### config.mk
export PLATFORM = sky130hd
export DESIGN_NAME = fft_butterfly
export DESIGN_NICKNAME = d
export VERILOG_FILES = /design/src/common/fft_types_pkg.sv /design/src/fft/fft_butterfly.sv
export SDC_FILE = /design/constraint.sdc
export NUM_CORES = 2
export LEC_CHECK = 0
export ABC_AREA = 1
export BUFFER_PORTS_ARGS = -buffer_cell sky130_fd_sc_hd__buf_2
export CORE_MARGIN = 5
export CORE_UTILIZATION = 24
export DETAILED_ROUTE_END_ITERATION = 6
export PLACE_DENSITY = 0.5
export SLEW_MARGIN = 40
export SYNTH_ARGS = -nofsm -noshare
export SYNTH_HDL_FRONTEND = slang
export SYNTH_SLANG_ARGS = --single-unit
export TNS_END_PERCENT = 30
### constraint.sdc
create_clock -name vclk -period 12
set_clock_uncertainty 0.2 [all_clocks]
set_input_delay 1.8 -clock vclk [all_inputs]
set_output_delay 1.8 -clock vclk [all_outputs]
set_load 0.1 [all_outputs]
### src/common/fft_types_pkg.sv
package fft_types_pkg;

    // default sample width, Q1.15
    localparam int SAMPLE_W = 16;

    // transform length and width of a point index
    localparam int N_POINTS = 8;
    localparam int IDX_W = 3;

    // twiddle format: signed, FRAC_W fraction bits
    localparam int FRAC_W = 15;
    localparam int TW_W = FRAC_W + 1;

    // twiddle table index, one of the four W8^k values
    localparam int TW_IDX_W = 2;

endpackage

### src/fft/fft_butterfly.sv
`timescale 1ns/100ps

module fft_butterfly #(
    parameter int DATA_W = 16
) (
    input  logic signed [DATA_W-1:0]              a_re,
    input  logic signed [DATA_W-1:0]              a_im,
    input  logic signed [DATA_W-1:0]              b_re,
    input  logic signed [DATA_W-1:0]              b_im,
    input  logic signed [fft_types_pkg::TW_W-1:0] w_re,
    input  logic signed [fft_types_pkg::TW_W-1:0] w_im,
    output logic signed [DATA_W-1:0]              sum_re,
    output logic signed [DATA_W-1:0]              sum_im,
    output logic signed [DATA_W-1:0]              dif_re,
    output logic signed [DATA_W-1:0]              dif_im
);

    // full product width plus one bit for the add of two products
    localparam int PROD_W = DATA_W + fft_types_pkg::TW_W;
    localparam int BW_W = PROD_W + 1 - fft_types_pkg::FRAC_W;

    logic signed [PROD_W:0]   bw_re_full;
    logic signed [PROD_W:0]   bw_im_full;
    logic signed [BW_W-1:0]   bw_re;
    logic signed [BW_W-1:0]   bw_im;
    logic signed [BW_W:0]     sum_re_full;
    logic signed [BW_W:0]     sum_im_full;
    logic signed [BW_W:0]     dif_re_full;
    logic signed [BW_W:0]     dif_im_full;

    // complex multiply b * w
    always_comb begin
        bw_re_full = b_re * w_re - b_im * w_im;
        bw_im_full = b_re * w_im + b_im * w_re;
    end

    // back to sample scale, truncating
    assign bw_re = BW_W'(bw_re_full >>> fft_types_pkg::FRAC_W);
    assign bw_im = BW_W'(bw_im_full >>> fft_types_pkg::FRAC_W);

    always_comb begin
        sum_re_full = a_re + bw_re;
        sum_im_full = a_im + bw_im;
        dif_re_full = a_re - bw_re;
        dif_im_full = a_im - bw_im;
    end

    // halve every result so three stages give DFT/8
    assign sum_re = DATA_W'(sum_re_full >>> 1);
    assign sum_im = DATA_W'(sum_im_full >>> 1);
    assign dif_re = DATA_W'(dif_re_full >>> 1);
    assign dif_im = DATA_W'(dif_im_full >>> 1);

endmodule

==> reports/results.txt <==
outcome: finished clean
Avg Cell Area, Syn: 7.92 um2
Global Route Usage Sum: 14.3%
worst min path class: input port to output pin
Synth top area share: 52.2%
post-synth net total: 7187
fin nets: 7683
Hold Fails Final Rpt: 0
crit path from: b_im[10]
Final ANT Viol Nets: 0
Seq Cell Count: 0
Horiz. Die Dim: 439 um
sequential area share after synthesis: 0%
headroom to the max-slew limit: 65.5%
critical path arrival: 9.79 ns
Critical-path top delay cell: fa_1
HPWL Detailed: 121000 um
CP max stage delay: 0.60 ns
maximum number of pins on one net before global-route repair: 33
Pre-antenna DRT Iters: 5
crit path kind: input port to output pin
DRC Markers: 0
pre-CTS setup slack: -0.612 ns
first-pass GRT wire length: 215000 um
maxcap violations: 0
Gate Count Post-Synth: 5576
core area: 0.183 mm2
met2 WL: 67500 um
Worst Setup EP: sum_re[13]
clock buf count: 0
Fmax achieved: 84.8 MHz
Max Used Layer: met5
transition time of the tightest slew-check pin: 0.516 ns
fillers: 19800
Initial Util: 24.1%
post-synth cell types: 44
grt total ovfl: 0
Total Routed Length: 138000 um
crit start category: input port
die height: 439 um
initial antenna violation count: 16
Top-Level Pins: 160
Vias: 34900
post-DR wirelength/cell: 16.1 um
critical path required time: 10.00 ns
Ys Warns: 0
DR vias/cell: 4.08
Final WS setup: 0.212 ns
Critical Path End Type: output pin
CP dominant cell by count: fa_1
Register Area: 0 um2
top cells by area, synth: fa_1, inv_1, nand2_1, ha_1, clkbuf_1
Max Slew Vio Count: 0
area occupied by multi-input gates: 0.0375 mm2
Port Buffer Count: 160
RSZ-0062 raised after global routing: yes
vias in the first global route: 37800
crit share post-route: 98.2%
Core Rows: 157
Util after Layout: 30.0%
routability cong.: 0.897
hold_buf cts: 0
minimum clock period: 11.79 ns
# setup viols final: 0
layout cells sized above 1: 16.7%
post-synth top area cell: fa_1
drt initial violations: 2075
synth cell count leaders: inv_1, nand2_1, fa_1, ha_1, clkbuf_1
met1 wire length: 59300 um
met3 wire len: 6750 um
full die area: 0.193 mm2
Mapped Area: 0.0442 mm2
crit path max fanout: 17
top-count cell post-synth: inv_1
Area growth syn-to-layout: 24.2%
## placed cells by master, fill, tap and decap left out, drive strengths merged, types with 4 or more instances in the layout
master | synthesis | final
nor3 | 24 | 24
nand2 | 1272 | 1272
a31oi | 11 | 11
nor4 | 4 | 4
nand3b | 8 | 8
o21ai | 71 | 71
inv | 1984 | 1982
nand4 | 11 | 11
diode | 0 | 10
buf | 9 | 691
nor2 | 104 | 104
a221oi | 6 | 6
xnor2 | 36 | 36
clkbuf | 205 | 17
nand3 | 55 | 55
ha | 363 | 363
fa | 1152 | 1152
xor2 | 80 | 80
o21a | 4 | 4
or2 | 10 | 10
a21o | 12 | 12
a21oi | 128 | 128
o21bai | 13 | 13
## cells by family after synthesis
logic type	count (synthesis)	synth area share, %
fa+ha+maj	1515	62.5
buf+inv	2198	18.7
xor+xnor	116	2.30
simple gates	1489	13.2
compound gates	258	3.36
## final cells by class
cell class | count | area share [%]
multi-input combinational | 3378 | 68.4
tap | 2464 | 5.62
antenna | 10 | 0.0456
inverter | 1984 | 13.6
timing repair buffer | 708 | 12.4
## critical path, delay by kind of cell
kind            cells  cell delay (ns)
compound gates      8             1.66
xor+xnor            1             0.21
simple gates        3             0.28
fa+ha+maj          10             4.54
buf+inv            11             1.24
## repair_timing
| action | CTS | global route |
|---|---|---|
| buffers inserted | 1 | 21 |
| gates resized for setup | 51 | 393 |
| pin swaps | 6 | 138 |
| gates cloned | 0 | 3 |
| setup endpoints to repair | 32 | 47 |
## metrics by stage
step / hold slack [ns] / cells / area (um2) / setup TNS [ns]
2_1_floorplan: 3.93 / 5576 / 44300 / -7.62
3_3_place_gp: 4.00 / 8511 / 52800 / -2.03
3_5_place_dp: 4.01 / 8511 / 52800 / -3.55
4_1_cts: 4.01 / 8512 / 53000 / 0
5_1_grt: 4.05 / 8538 / 54800 / -0.787
6_report: 4.00 / 8544 / 54800 / 0
## worst min path at each step
stage               cells past startpoint     start  slack, ns    endpoint
floorplan                               6  a_re[11]       3.93  dif_re[11]
global placement                        5   a_im[1]       4.00   sum_im[0]
detailed placement                      5   a_im[1]       4.01   sum_im[0]
CTS                                     5   a_im[1]       4.01   sum_im[0]
global route                            5   a_im[1]       4.05   sum_im[0]
finish                                  5   a_im[1]       4.00   sum_im[0]
## per-layer routing
metal	vias to the layer above	track usage (%)
li1	16300	-
met1	17700	19.2
met2	721	24.6
met3	150	1.49
met4	6	3.49
met5	-	0
Power is left out: the tool's default activity adds up to more than one toggle a clock period on the data nets, which glitch-free logic cannot reach.
