### src/common/fft_twiddle_pkg.sv
package fft_twiddle_pkg;

    // W8^k = cos(2*pi*k/8) - j*sin(2*pi*k/8), k = 0..3, Q1.15
    localparam logic signed [15:0] TW_RE [0:3] = '{
        16'sd32767,
        16'sd23170,
        16'sd0,
        -16'sd23170
    };

    localparam logic signed [15:0] TW_IM [0:3] = '{
        16'sd0,
        -16'sd23170,
        -16'sd32767,
        -16'sd23170
    };

    // three radix-2 stages, each split into two passes of two butterflies
    localparam int N_STAGES = 3;
    localparam int N_PASSES = 2;

    // sequencer states
    typedef enum logic [1:0] {
        ST_IDLE = 2'b00,
        ST_LOAD = 2'b01,
        ST_CALC = 2'b10,
        ST_DONE = 2'b11
    } ctrl_state_t;

endpackage

### src/fft/fft_stage_ctrl.sv
`timescale 1ns/100ps

module fft_stage_ctrl (
    input  logic       clk,
    input  logic       reset,
    input  logic       start,
    output logic       load,
    output logic       calc,
    output logic [1:0] stage,
    output logic       pass,
    output logic       done
);

    localparam logic [1:0] LAST_STAGE = 2'(fft_twiddle_pkg::N_STAGES - 1);
    localparam logic       LAST_PASS = 1'(fft_twiddle_pkg::N_PASSES - 1);

    fft_twiddle_pkg::ctrl_state_t state;
    fft_twiddle_pkg::ctrl_state_t state_d;

    logic [1:0] stage_q;
    logic       pass_q;
    logic       done_q;
    logic       calc_last;

    assign calc_last = (stage_q == LAST_STAGE) && (pass_q == LAST_PASS);

    always_comb begin
        state_d = state;
        case (state)
            fft_twiddle_pkg::ST_IDLE: begin
                if (start) begin
                    state_d = fft_twiddle_pkg::ST_LOAD;
                end
            end
            fft_twiddle_pkg::ST_LOAD: begin
                state_d = fft_twiddle_pkg::ST_CALC;
            end
            fft_twiddle_pkg::ST_CALC: begin
                if (calc_last) begin
                    state_d = fft_twiddle_pkg::ST_DONE;
                end
            end
            fft_twiddle_pkg::ST_DONE: begin
                // hold results until start is released
                if (!start) begin
                    state_d = fft_twiddle_pkg::ST_IDLE;
                end
            end
            default: state_d = fft_twiddle_pkg::ST_IDLE;
        endcase
    end

    always_ff @(posedge clk) begin
        if (reset) begin
            state <= fft_twiddle_pkg::ST_IDLE;
            stage_q <= 2'd0;
            pass_q <= 1'b0;
            done_q <= 1'b0;
        end else begin
            state <= state_d;
            // done lags the DONE state by one edge, drops with start
            done_q <= (state == fft_twiddle_pkg::ST_DONE) && start;
            if (state == fft_twiddle_pkg::ST_CALC) begin
                if (pass_q == LAST_PASS) begin
                    pass_q <= 1'b0;
                    stage_q <= calc_last ? 2'd0 : stage_q + 2'd1;
                end else begin
                    pass_q <= pass_q + 1'b1;
                end
            end
        end
    end

    assign load = (state == fft_twiddle_pkg::ST_LOAD);
    assign calc = (state == fft_twiddle_pkg::ST_CALC);
    assign stage = stage_q;
    assign pass = pass_q;
    assign done = done_q;

    a_done_not_calc: assert property (@(posedge clk) disable iff (reset) !(done && calc));

    a_stage_range: assert property (@(posedge clk) disable iff (reset) stage <= LAST_STAGE);

endmodule

### config.mk
export PLATFORM = sky130hd
export DESIGN_NAME = fft_stage_ctrl
export DESIGN_NICKNAME = d
export VERILOG_FILES = /design/src/common/fft_twiddle_pkg.sv /design/src/fft/fft_stage_ctrl.sv
export SDC_FILE = /design/constraint.sdc
export NUM_CORES = 1
export LEC_CHECK = 0
export BUFFER_PORTS_ARGS = -buffer_cell sky130_fd_sc_hd__buf_2
export CORE_AREA = 4 4 41 43
export CTS_CLUSTER_DIAMETER = 150
export DETAILED_ROUTE_END_ITERATION = 8
export DIE_AREA = 0 0 45 47
export PLACE_DENSITY = 0.43
export SLEW_MARGIN = 40
export SYNTH_ARGS = -nofsm -noshare
export SYNTH_HDL_FRONTEND = slang
export SYNTH_SLANG_ARGS = --single-unit
### constraint.sdc
create_clock -name clk -period 1.34 [get_ports clk]
set_input_delay 0.201 -clock clk [delete_from_list [all_inputs] [get_ports clk]]
set_output_delay 0.201 -clock clk [all_outputs]
set_load 0.01 [all_outputs]
==> results of run 1 <==
cells in the final DEF, fill, tap and decap left out:
cell | Yosys | routed
buf_2 | 0 | 8
ha_1 | 5 | 4
dfxtp_1 | 6 | 4
mux2i_1 | 3 | 3
nand2_1 | 3 | 3
nor2_1 | 3 | 3
clkbuf_4 | 0 | 3
inv_2 | 0 | 2
nand2b_1 | 2 | 2
a21oi_1 | 2 | 2
dfxtp_4 | 0 | 2
nand3b_1 | 1 | 1
a21boi_2 | 1 | 1
and3b_1 | 1 | 1
xnor2_1 | 1 | 1
and3b_2 | 1 | 1
o21a_1 | 1 | 1
ha_2 | 0 | 1
final cells by class:
class | count | area (µm²) | share of cell area (%)
multi-input combinational | 24 | 194 | 47.3
sequential | 6 | 128 | 31.1
timing repair buffer | 8 | 40.0 | 9.76
clock buffer | 3 | 22.5 | 5.49
tap | 15 | 18.8 | 4.57
inverter | 2 | 7.51 | 1.83
logic make-up (layout without fill, tap and decap cells):
kind of cell             count (synthesis)  count (layout)  share of synthesized area, %
AND/OR/NAND/NOR                         11              11                          19.2
flip-flops                               6               6                          37.6
adder cells (fa/ha/maj)                  5               5                          19.6
AO/OA/AOI/OAI                            4               4                          9.02
multiplexers                             3               3                          9.41
buffers and inverters                    2              13                          2.35
XOR/XNOR                                 1               1                          2.75
layer usage:
layer  vias up  part of all wire, %  GRT usage, %
met4         0                  2.0          8.77
met2         6                   53          12.1
met5         -                    0             0
met1       113                   38          6.36
met3         2                  6.3          2.68
li1        128                    -             -
power breakdown:
part           internal [µW]  leakage, µW  switching, µW
combinational            153     0.000129            162
clock                    101    0.0000138           61.1
sequential               241    0.0000501           52.0
path summary, 6_finish.rpt:
kind	start	end	slack (ns)	depth (start not counted)
worst min register to register	stage[1]$_SDFFE_PP0P_	stage[1]$_SDFFE_PP0P_	0.49	2
worst max-delay path	state[0]$_SDFFE_PP0P_	calc	0.09	3
worst max register to register	state[0]$_SDFFE_PP0P_	state[1]$_SDFFE_PP0P_	0.11	5
worst min-delay path	reset	stage[1]$_SDFFE_PP0P_	0.20	2
per-stage QoR:
| step | setup slack (ns) | hold slack, ns | power (µW) |
|---|---|---|---|
| after floorplan | 0.149 | 0.270 | 503 |
| after global placement | 0.0677 | 0.455 | 580 |
| after global routing | 0.00484 | 0.226 | 854 |
| final | 0.0870 | 0.204 | 770 |
| after detailed placement | 0.0271 | 0.461 | 589 |
| after CTS | 0.0227 | 0.201 | 764 |
timing repair:
action | CTS | global route
hold buffers | 0 | 0
resized for setup | 1 | 6
endpoints found under the setup margin | 1 | 3
cloned | 0 | 0
flip-flops by register name, indices dropped and copies added (netlist names):
register / flops
done: 1
state: 2
pass: 1
stage: 2
worst max-delay path, delay by kind of cell, from the launching register on:
kind	cells	cell delay (ns)
buffers and inverters	2	0.22
adders and majority gates	1	0.24
DFF	1	0.35
==> impl_metrics.toml, run 1 <==
[detailed_routing]
ant_nets = 0
wl_um = 586
viasPerCell = 4.29
drt-wirelength-per-cell_um = 10.1
drc = 0
vias = 249
drt-initial-drc-count = 2
firstDrtPassIters = 2

[global_route]
grt_pass1_wl_mm = 1.04
grt_overflow_total = 0
grt_pass1_vias = 265
antenna_found_initial = 0
grt_max_degree = 8
grt_use_total_pct = 7.35

[timing]
maxSlewHeadroom_pct = 89.0
tightest_slew_ns = 0.161
fin_crit_ns = 1.25
post-route-period-util_pct = 93.5
hold_viol = 0
maxSlewViolCount = 0
max_freq_mhz = 798
rsz0062_at_grt = "false"
skew_ns = 0.00182
setup-violations-final = 0
fin_setup_tns_ns = 0

[worst_setup_path]
arrival_ns = 1.05
required_ns = 1.14
critPathSlowestCell = "dfxtp_4"
startpoint_type = "register"
critPathMaxStageDelay_ns = 0.35
crit_fanout = 6
cp_cell_sequence = "inv_2, ha_2, buf_2"
worstSetupEndpointType = "output port"
crit_type = "register to output port"

[power]
peakVddDrop_uv = 640
p_per_area_nw_per_um2 = 1880
power.leakage_uw = 0.000193

[logic_synthesis]
synthArstFlopShare_pct = 0
synth_top_flop_cell = "dfxtp_1"
syn_area_per_cell_um2 = 9.97
synth_area_leaders = "dfxtp_1, ha_1, mux2i_1, nand2b_1, a21boi_2"
ys_types = 14
syn_area_um2 = 319
ys_seq_area_share_pct = 37.6
synthMostInstantiatedCell = "dfxtp_1"
yosysTopAreaCell = "dfxtp_1"
synth_edf_count = 0
synth_cells = 32
ys_seq_elements = 6
synth_top_cell_area_share_pct = 37.6
syn_nets = 40
synth_warnings = 0
synth_commonest_cells = "dfxtp_1, ha_1, mux2i_1, nand2_1, nor2_1"

[floorplanning]
core-area_um2 = 1300
die_h_um = 47
dieWidth_um = 45
start_util_pct = 24.5
io_pins = 9
die_area_um2 = 2120
core.rowCount = 13

[clock_tree]
cts_tree = "yes"
post_cts_buffers = 0
clk_latency_ns = 0.24
cts.sinks = 6
clk_path_buf_depth = 2
path_clk_slew_ns = 0.05
numCtsBuffers = 3
cts_root_buf = "clkbuf_4"
cts-htree-levels = 1

[outcome]
status = "finished clean"

[place]
placedCellCount = 55
io_buffers = 8
finalWeightedCongestion = 0.739
placed_area_um2 = 378
place_hpwl_um = 478

[run]
maxCapViolations = 0

[layout]
finish.utilization_pct = 31.5
fin_area_um2 = 410
final-instance-count-excl-fill = 58
fillers = 143
drive_gt1_share_pct = 41.9
area_growth_pct = 28.6
num_antenna_cells = 0
nNetsFinal = 53

[worst_hold_path]
holdCritPathClass = "primary input to register"
Note: power is estimated with default switching activity, not from simulation.
==> run 2, diff against run 1 <==
--- a/config.mk
+++ b/config.mk
@@ -6,11 +6,13 @@
 export NUM_CORES = 1
 export LEC_CHECK = 0
 export BUFFER_PORTS_ARGS = -buffer_cell sky130_fd_sc_hd__buf_2
-export CORE_AREA = 4 4 41 43
+export CELL_PAD_IN_SITES_DETAIL_PLACEMENT = 1
+export CELL_PAD_IN_SITES_GLOBAL_PLACEMENT = 1
+export CORE_AREA = 5 5 42 44
 export CTS_CLUSTER_DIAMETER = 150
 export DETAILED_ROUTE_END_ITERATION = 8
-export DIE_AREA = 0 0 45 47
-export PLACE_DENSITY = 0.43
+export DIE_AREA = 0 0 47 49
+export PLACE_DENSITY = 0.53
 export SLEW_MARGIN = 40
 export SYNTH_ARGS = -nofsm -noshare
 export SYNTH_HDL_FRONTEND = slang
==> run 2 against run 1 <==
First-iteration DRC count is the same. Setup slack better by 0.015 ns. Worst hold slack improved by 0.0049 ns. Cell count is 1.7% higher.
==> impl_metrics.toml, run 2 (synthesized netlist as in run 1, its figures left out) <==
[timing]
post-route-period-util_pct = 92.4
rsz0062_at_grt = "false"
fin_crit_ns = 1.24
tightest_slew_ns = 0.159
fin_setup_tns_ns = 0
skew_ns = 0.00508
hold_viol = 0
max_freq_mhz = 808
layout_setup_ws_ns = 0.102
hold_ws_ns = 0.208
maxSlewViolCount = 0
maxSlewHeadroom_pct = 89.1
setup-violations-final = 0

[clock_tree]
cts-htree-levels = 1
clk_path_buf_depth = 2
cts_root_buf = "clkbuf_4"
clk_latency_ns = 0.25
cts.sinks = 6
numCtsBuffers = 3
cts_tree = "yes"
post_cts_buffers = 0
path_clk_slew_ns = 0.05

[worst_hold_path]
hold_end = "stage[1]$_SDFFE_PP0P_"
min_path_cells = 2
holdCritPathClass = "primary input to register"
min_from = "reset"

[worst_setup_path]
startpoint_type = "register"
crit_fanout = 4
arrival_ns = 1.41
worstSetupEndpointType = "register"
rr_startpoint = "state[0]$_SDFFE_PP0P_"
reg2reg_slack_ns = 0.10
timing.rr.end = "state[1]$_SDFFE_PP0P_"
reg2regPathDepth = 5
crit_type = "register to register"
required_ns = 1.51

[detailed_routing]
wl_um = 645
drc = 0
drt-wirelength-per-cell_um = 10.9
firstDrtPassIters = 2
ant_nets = 0
viasPerCell = 4.19
drt-initial-drc-count = 2
vias = 247

[place]
finalWeightedCongestion = 0.782
io_buffers = 8
place_hpwl_um = 524
dpl_worst_slack_ns = 0.0392

[floorplanning]
die_area_um2 = 2300
dieWidth_um = 47
core-area_um2 = 1400
start_util_pct = 22.8
io_pins = 9
die_h_um = 49
core.rowCount = 14

[layout]
mostFrequentLayoutCells = "buf_2, ha_1, dfxtp_1"
drive_gt1_share_pct = 41.9
nNetsFinal = 53
reg_top3 = "stage (2), state (2)"
num_antenna_cells = 0
finish.utilization_pct = 29.9
area_growth_pct = 31.4
final_common_cell = "buf_2"

[power]
p_per_area_nw_per_um2 = 1920
switching_share_pct = 37.1
internal_power_uw = 506
p_sw_uw = 299
power.leakage_uw = 0.000194
seqPwrFrac_pct = 36.3
p_comb_share_pct = 43.1
p_clk_share_pct = 20.6
peakVddDrop_uv = 826

[global_route]
grt_use_total_pct = 6.70
grt_max_degree = 8
grt_pass1_wl_mm = 1.09
grt_pass1_vias = 265
grt_overflow_total = 0
antenna_found_initial = 0

[outcome]
status = "finished clean"

[run]
maxCapViolations = 0
==> run 2: layer usage <==
metal	global-route usage, %	up-vias	routed length (µm)
li1	-	127	-
met1	7.06	113	273
met2	10.2	7	316
met3	5.54	0	56
met4	1.38	0	0
met5	0	-	0
==> run 2: worst max path at each step <==
| stage | from | to | slack, ns | cells after the start |
|---|---|---|---|---|
| 3_5_place_dp | state[0]$_SDFFE_PP0P_ | state[1]$_SDFFE_PP0P_ | 0.04 | 5 |
| 2_1_floorplan | state[0]$_SDFFE_PP0P_ | stage[0]$_SDFFE_PP0P_ | 0.15 | 5 |
| 4_1_cts | state[0]$_SDFFE_PP0P_ | calc | 0.0005 | 3 |
| 6_report | state[0]$_SDFFE_PP0P_ | state[1]$_SDFFE_PP0P_ | 0.10 | 5 |
| 3_3_place_gp | state[0]$_SDFFE_PP0P_ | state[1]$_SDFFE_PP0P_ | 0.08 | 5 |
| 5_1_grt | state[0]$_SDFFE_PP0P_ | state[1]$_SDFFE_PP0P_ | 0.01 | 5 |
==> run 2: layout make-up <==
cell class	instances	area, µm²
Clock buffer	3	22.5
Fill cell	170	982
Inverter	2	7.51
Multi-Input combinational cell	24	204
Sequential cell	6	125
Tap cell	16	20.0
Timing Repair Buffer	8	40.0
==> run 2: power by group through the flow <==
stage          Combinational, µW  Sequential [µW]  Clock [µW]
2_1_floorplan                232              271           0
3_3_place_gp                 304              271           0
3_5_place_dp                 331              274           0
4_1_cts                      339              272         174
5_1_grt                      397              302         185
6_report                     347              293         166
==> run 2: timing repair <==
action | CTS | global route
setup endpoints to repair | 1 | 3
hold buffers | 0 | 0
hold endpoints to repair | 0 | 0
resized for setup | 1 | 6
==> run 2: worst max-delay path, stage by stage, from the launching register on <==
cell	delay [ns]
dfxtp_2	0.35
inv_2	0.07
ha_1	0.19
mux2i_1	0.15
a21boi_2	0.22
mux2i_1	0.18
==> run 2: through the flow <==
stage               instance area (µm²)  power [µW]  cells
floorplan                           319         503     32
global placement                    379         575     56
detailed placement                  379         605     56
CTS                                 404         785     59
global route                        419         884     59
finish                              419         805     59
==> run 3, diff against run 2 <==
--- a/config.mk
+++ b/config.mk
@@ -5,6 +5,7 @@
 export SDC_FILE = /design/constraint.sdc
 export NUM_CORES = 1
 export LEC_CHECK = 0
+export ABC_AREA = 1
 export BUFFER_PORTS_ARGS = -buffer_cell sky130_fd_sc_hd__buf_2
 export CELL_PAD_IN_SITES_DETAIL_PLACEMENT = 1
 export CELL_PAD_IN_SITES_GLOBAL_PLACEMENT = 1
@@ -12,8 +13,7 @@
 export CTS_CLUSTER_DIAMETER = 150
 export DETAILED_ROUTE_END_ITERATION = 8
 export DIE_AREA = 0 0 47 49
-export PLACE_DENSITY = 0.53
-export SLEW_MARGIN = 40
+export PLACE_DENSITY = 0.57
 export SYNTH_ARGS = -nofsm -noshare
 export SYNTH_HDL_FRONTEND = slang
 export SYNTH_SLANG_ARGS = --single-unit
==> run 3 against run 2 <==
Combinational power is 17% higher. Routed wire length is 2.3% higher. Global-route usage is 0.97 points higher. Die area stayed put. Total power is 5.6% higher. Fmax is 1.4% higher. Clock skew is 0.0048 ns lower. Sequential share of layout area is 1.9 points lower. Flip-flop and latch count stayed put. Synthesized cell count is 38% higher. Clock-buffer cell count stayed put. Critical endpoint is now calc. Largest power group unchanged.
==> impl_metrics.toml, run 3 <==
[place]
dpl_worst_slack_ns = 0.122
place_hpwl_um = 567
placedCellCount = 68
finalWeightedCongestion = 0.649
io_buffers = 8

[logic_synthesis]
synth_cells = 44
synth_edf_count = 0
synth_commonest_cells = "inv_1, dfxtp_1, ha_1, nand2_1, a21oi_1"
synth_warnings = 0
synth_top_flop_cell = "dfxtp_1"
syn_area_per_cell_um2 = 7.68
ys_seq_elements = 6
ys_seq_area_share_pct = 35.6
synth_area_leaders = "dfxtp_1, ha_1, inv_1, a21oi_1, nand2_1"
yosysTopAreaCell = "dfxtp_1"
synth_top_cell_area_share_pct = 35.6
synthArstFlopShare_pct = 0
syn_nets = 52
syn_area_um2 = 338
ys_types = 14
synthMostInstantiatedCell = "inv_1"

[layout]
seq_area_um2 = 121
drive_gt1_share_pct = 34.5
finish.utilization_pct = 31.0
final-instance-count-excl-fill = 71
final_common_cell = "inv_1"
mostFrequentLayoutCells = "inv_1, buf_2, nand2_1, dfxtp_1"
area_growth_pct = 28.5
num_antenna_cells = 0
reg_top3 = "stage (2), state (2)"
fillers = 189
nNetsFinal = 65
multi_input_area_um2 = 189

[worst_setup_path]
crit_type = "register to output port"
timing.critical_path.buf_inv = 2
critPathSlowestCell = "dfxtp_1"
crit_fanout = 6
required_ns = 1.14
startpoint_type = "register"
worstSetupEndpointType = "output port"
critPathMaxStageDelay_ns = 0.37
cp_cell_sequence = "inv_2, ha_4, buf_2"
cpLargestDelayFamily = "flip-flops"
arrival_ns = 1.02

[timing]
skew_ns = 0.000235
maxSlewHeadroom_pct = 86.4
fin_crit_ns = 1.22
rsz0062_at_grt = "false"
post-route-period-util_pct = 91.1
max_freq_mhz = 819
hold_viol = 0
fin_setup_tns_ns = 0
tightest_slew_ns = 0.202
layout_setup_ws_ns = 0.119
maxSlewViolCount = 0
setup-violations-final = 0

[clock_tree]
postCtsHoldBufs = 0
clk_path_buf_depth = 2
path_clk_slew_ns = 0.05
cts_tree = "yes"
numCtsBuffers = 3
cts_root_buf = "clkbuf_4"
cts.sinks = 6
cts-htree-levels = 1
clk_latency_ns = 0.24

[global_route]
grt_pass1_vias = 275
grt_use_total_pct = 7.67
grt_max_degree = 7
grt_overflow_total = 0
antenna_found_initial = 0
grt_pass1_wl_mm = 1.16

[floorplanning]
core.rowCount = 14
die_area_um2 = 2300
start_util_pct = 24.1
core-area_um2 = 1400
dieWidth_um = 47
io_pins = 9
die_h_um = 49

[outcome]
status = "finished clean"

[run]
maxCapViolations = 0

[power]
p_per_area_nw_per_um2 = 1960
peakVddDrop_uv = 754
power.leakage_uw = 0.000225
finalPower_uw = 850

[detailed_routing]
vias = 300
drt-initial-drc-count = 2
drc = 0
ant_nets = 0
firstDrtPassIters = 2
viasPerCell = 4.23
wl_um = 660
drt-wirelength-per-cell_um = 9.30

[worst_hold_path]
holdCritPathClass = "primary input to register"
run 3: what timing repair did:
| action | in CTS | in global routing |
|---|---|---|
| resized for setup | 2 | 2 |
| endpoints found under the setup margin | 1 | 4 |
| buffers inserted | 0 | 0 |
run 3: routing by layer:
metal | GRT usage (%) | part of all wire [%] | vias to the layer above
met3 | 6.64 | 3.8 | 2
li1 | - | - | 162
met2 | 8.60 | 42 | 5
met4 | 5.53 | 1.5 | 0
met5 | 0 | 0 | -
met1 | 8.99 | 52 | 131
run 3: logic make-up (layout without fill, tap and decap cells):
logic type / Yosys count / in the layout / share of synthesized area [%]
buf+inv: 11 / 22 / 12.2
flops: 6 / 6 / 35.6
compound gates: 8 / 8 / 14.4
fa+ha+maj: 5 / 5 / 18.5
simple gates: 14 / 14 / 19.3
run 3: area by class of cell:
type	instances	share of cell area, %
multi-input combinational	27	43.5
sequential	6	28.0
inverter	11	9.51
timing repair buffer	8	9.22
clock buffer	3	5.19
tap	16	4.61
run 3: final timing paths:
kind,start,endpoint,slack [ns],depth (start not counted)
setup reg to reg,state[0]$_SDFFE_PP0P_,state[1]$_SDFFE_PP0P_,0.14,8
hold / removal,reset,done$_SDFF_PP0_,0.17,2
hold reg to reg,pass$_SDFFE_PP0N_,pass$_SDFFE_PP0N_,0.49,1
setup / recovery,state[0]$_SDFFE_PP0P_,calc,0.12,3
run 3: power by group:
| group | switching, µW | leakage, µW | internal (µW) | total (µW) |
|---|---|---|---|---|
| sequential | 49.6 | 0.0000494 | 230 | 279 |
| combinational | 239 | 0.000162 | 168 | 407 |
| clock | 62.4 | 0.0000138 | 101 | 164 |
| total | 351 | 0.000225 | 499 | 850 |
run 3: through the flow:
step	cell area [µm²]	hold WS (ns)
2_1_floorplan	338	0.273
3_3_place_gp	398	0.425
3_5_place_dp	398	0.420
4_1_cts	433	0.164
5_1_grt	434	0.158
6_report	434	0.169
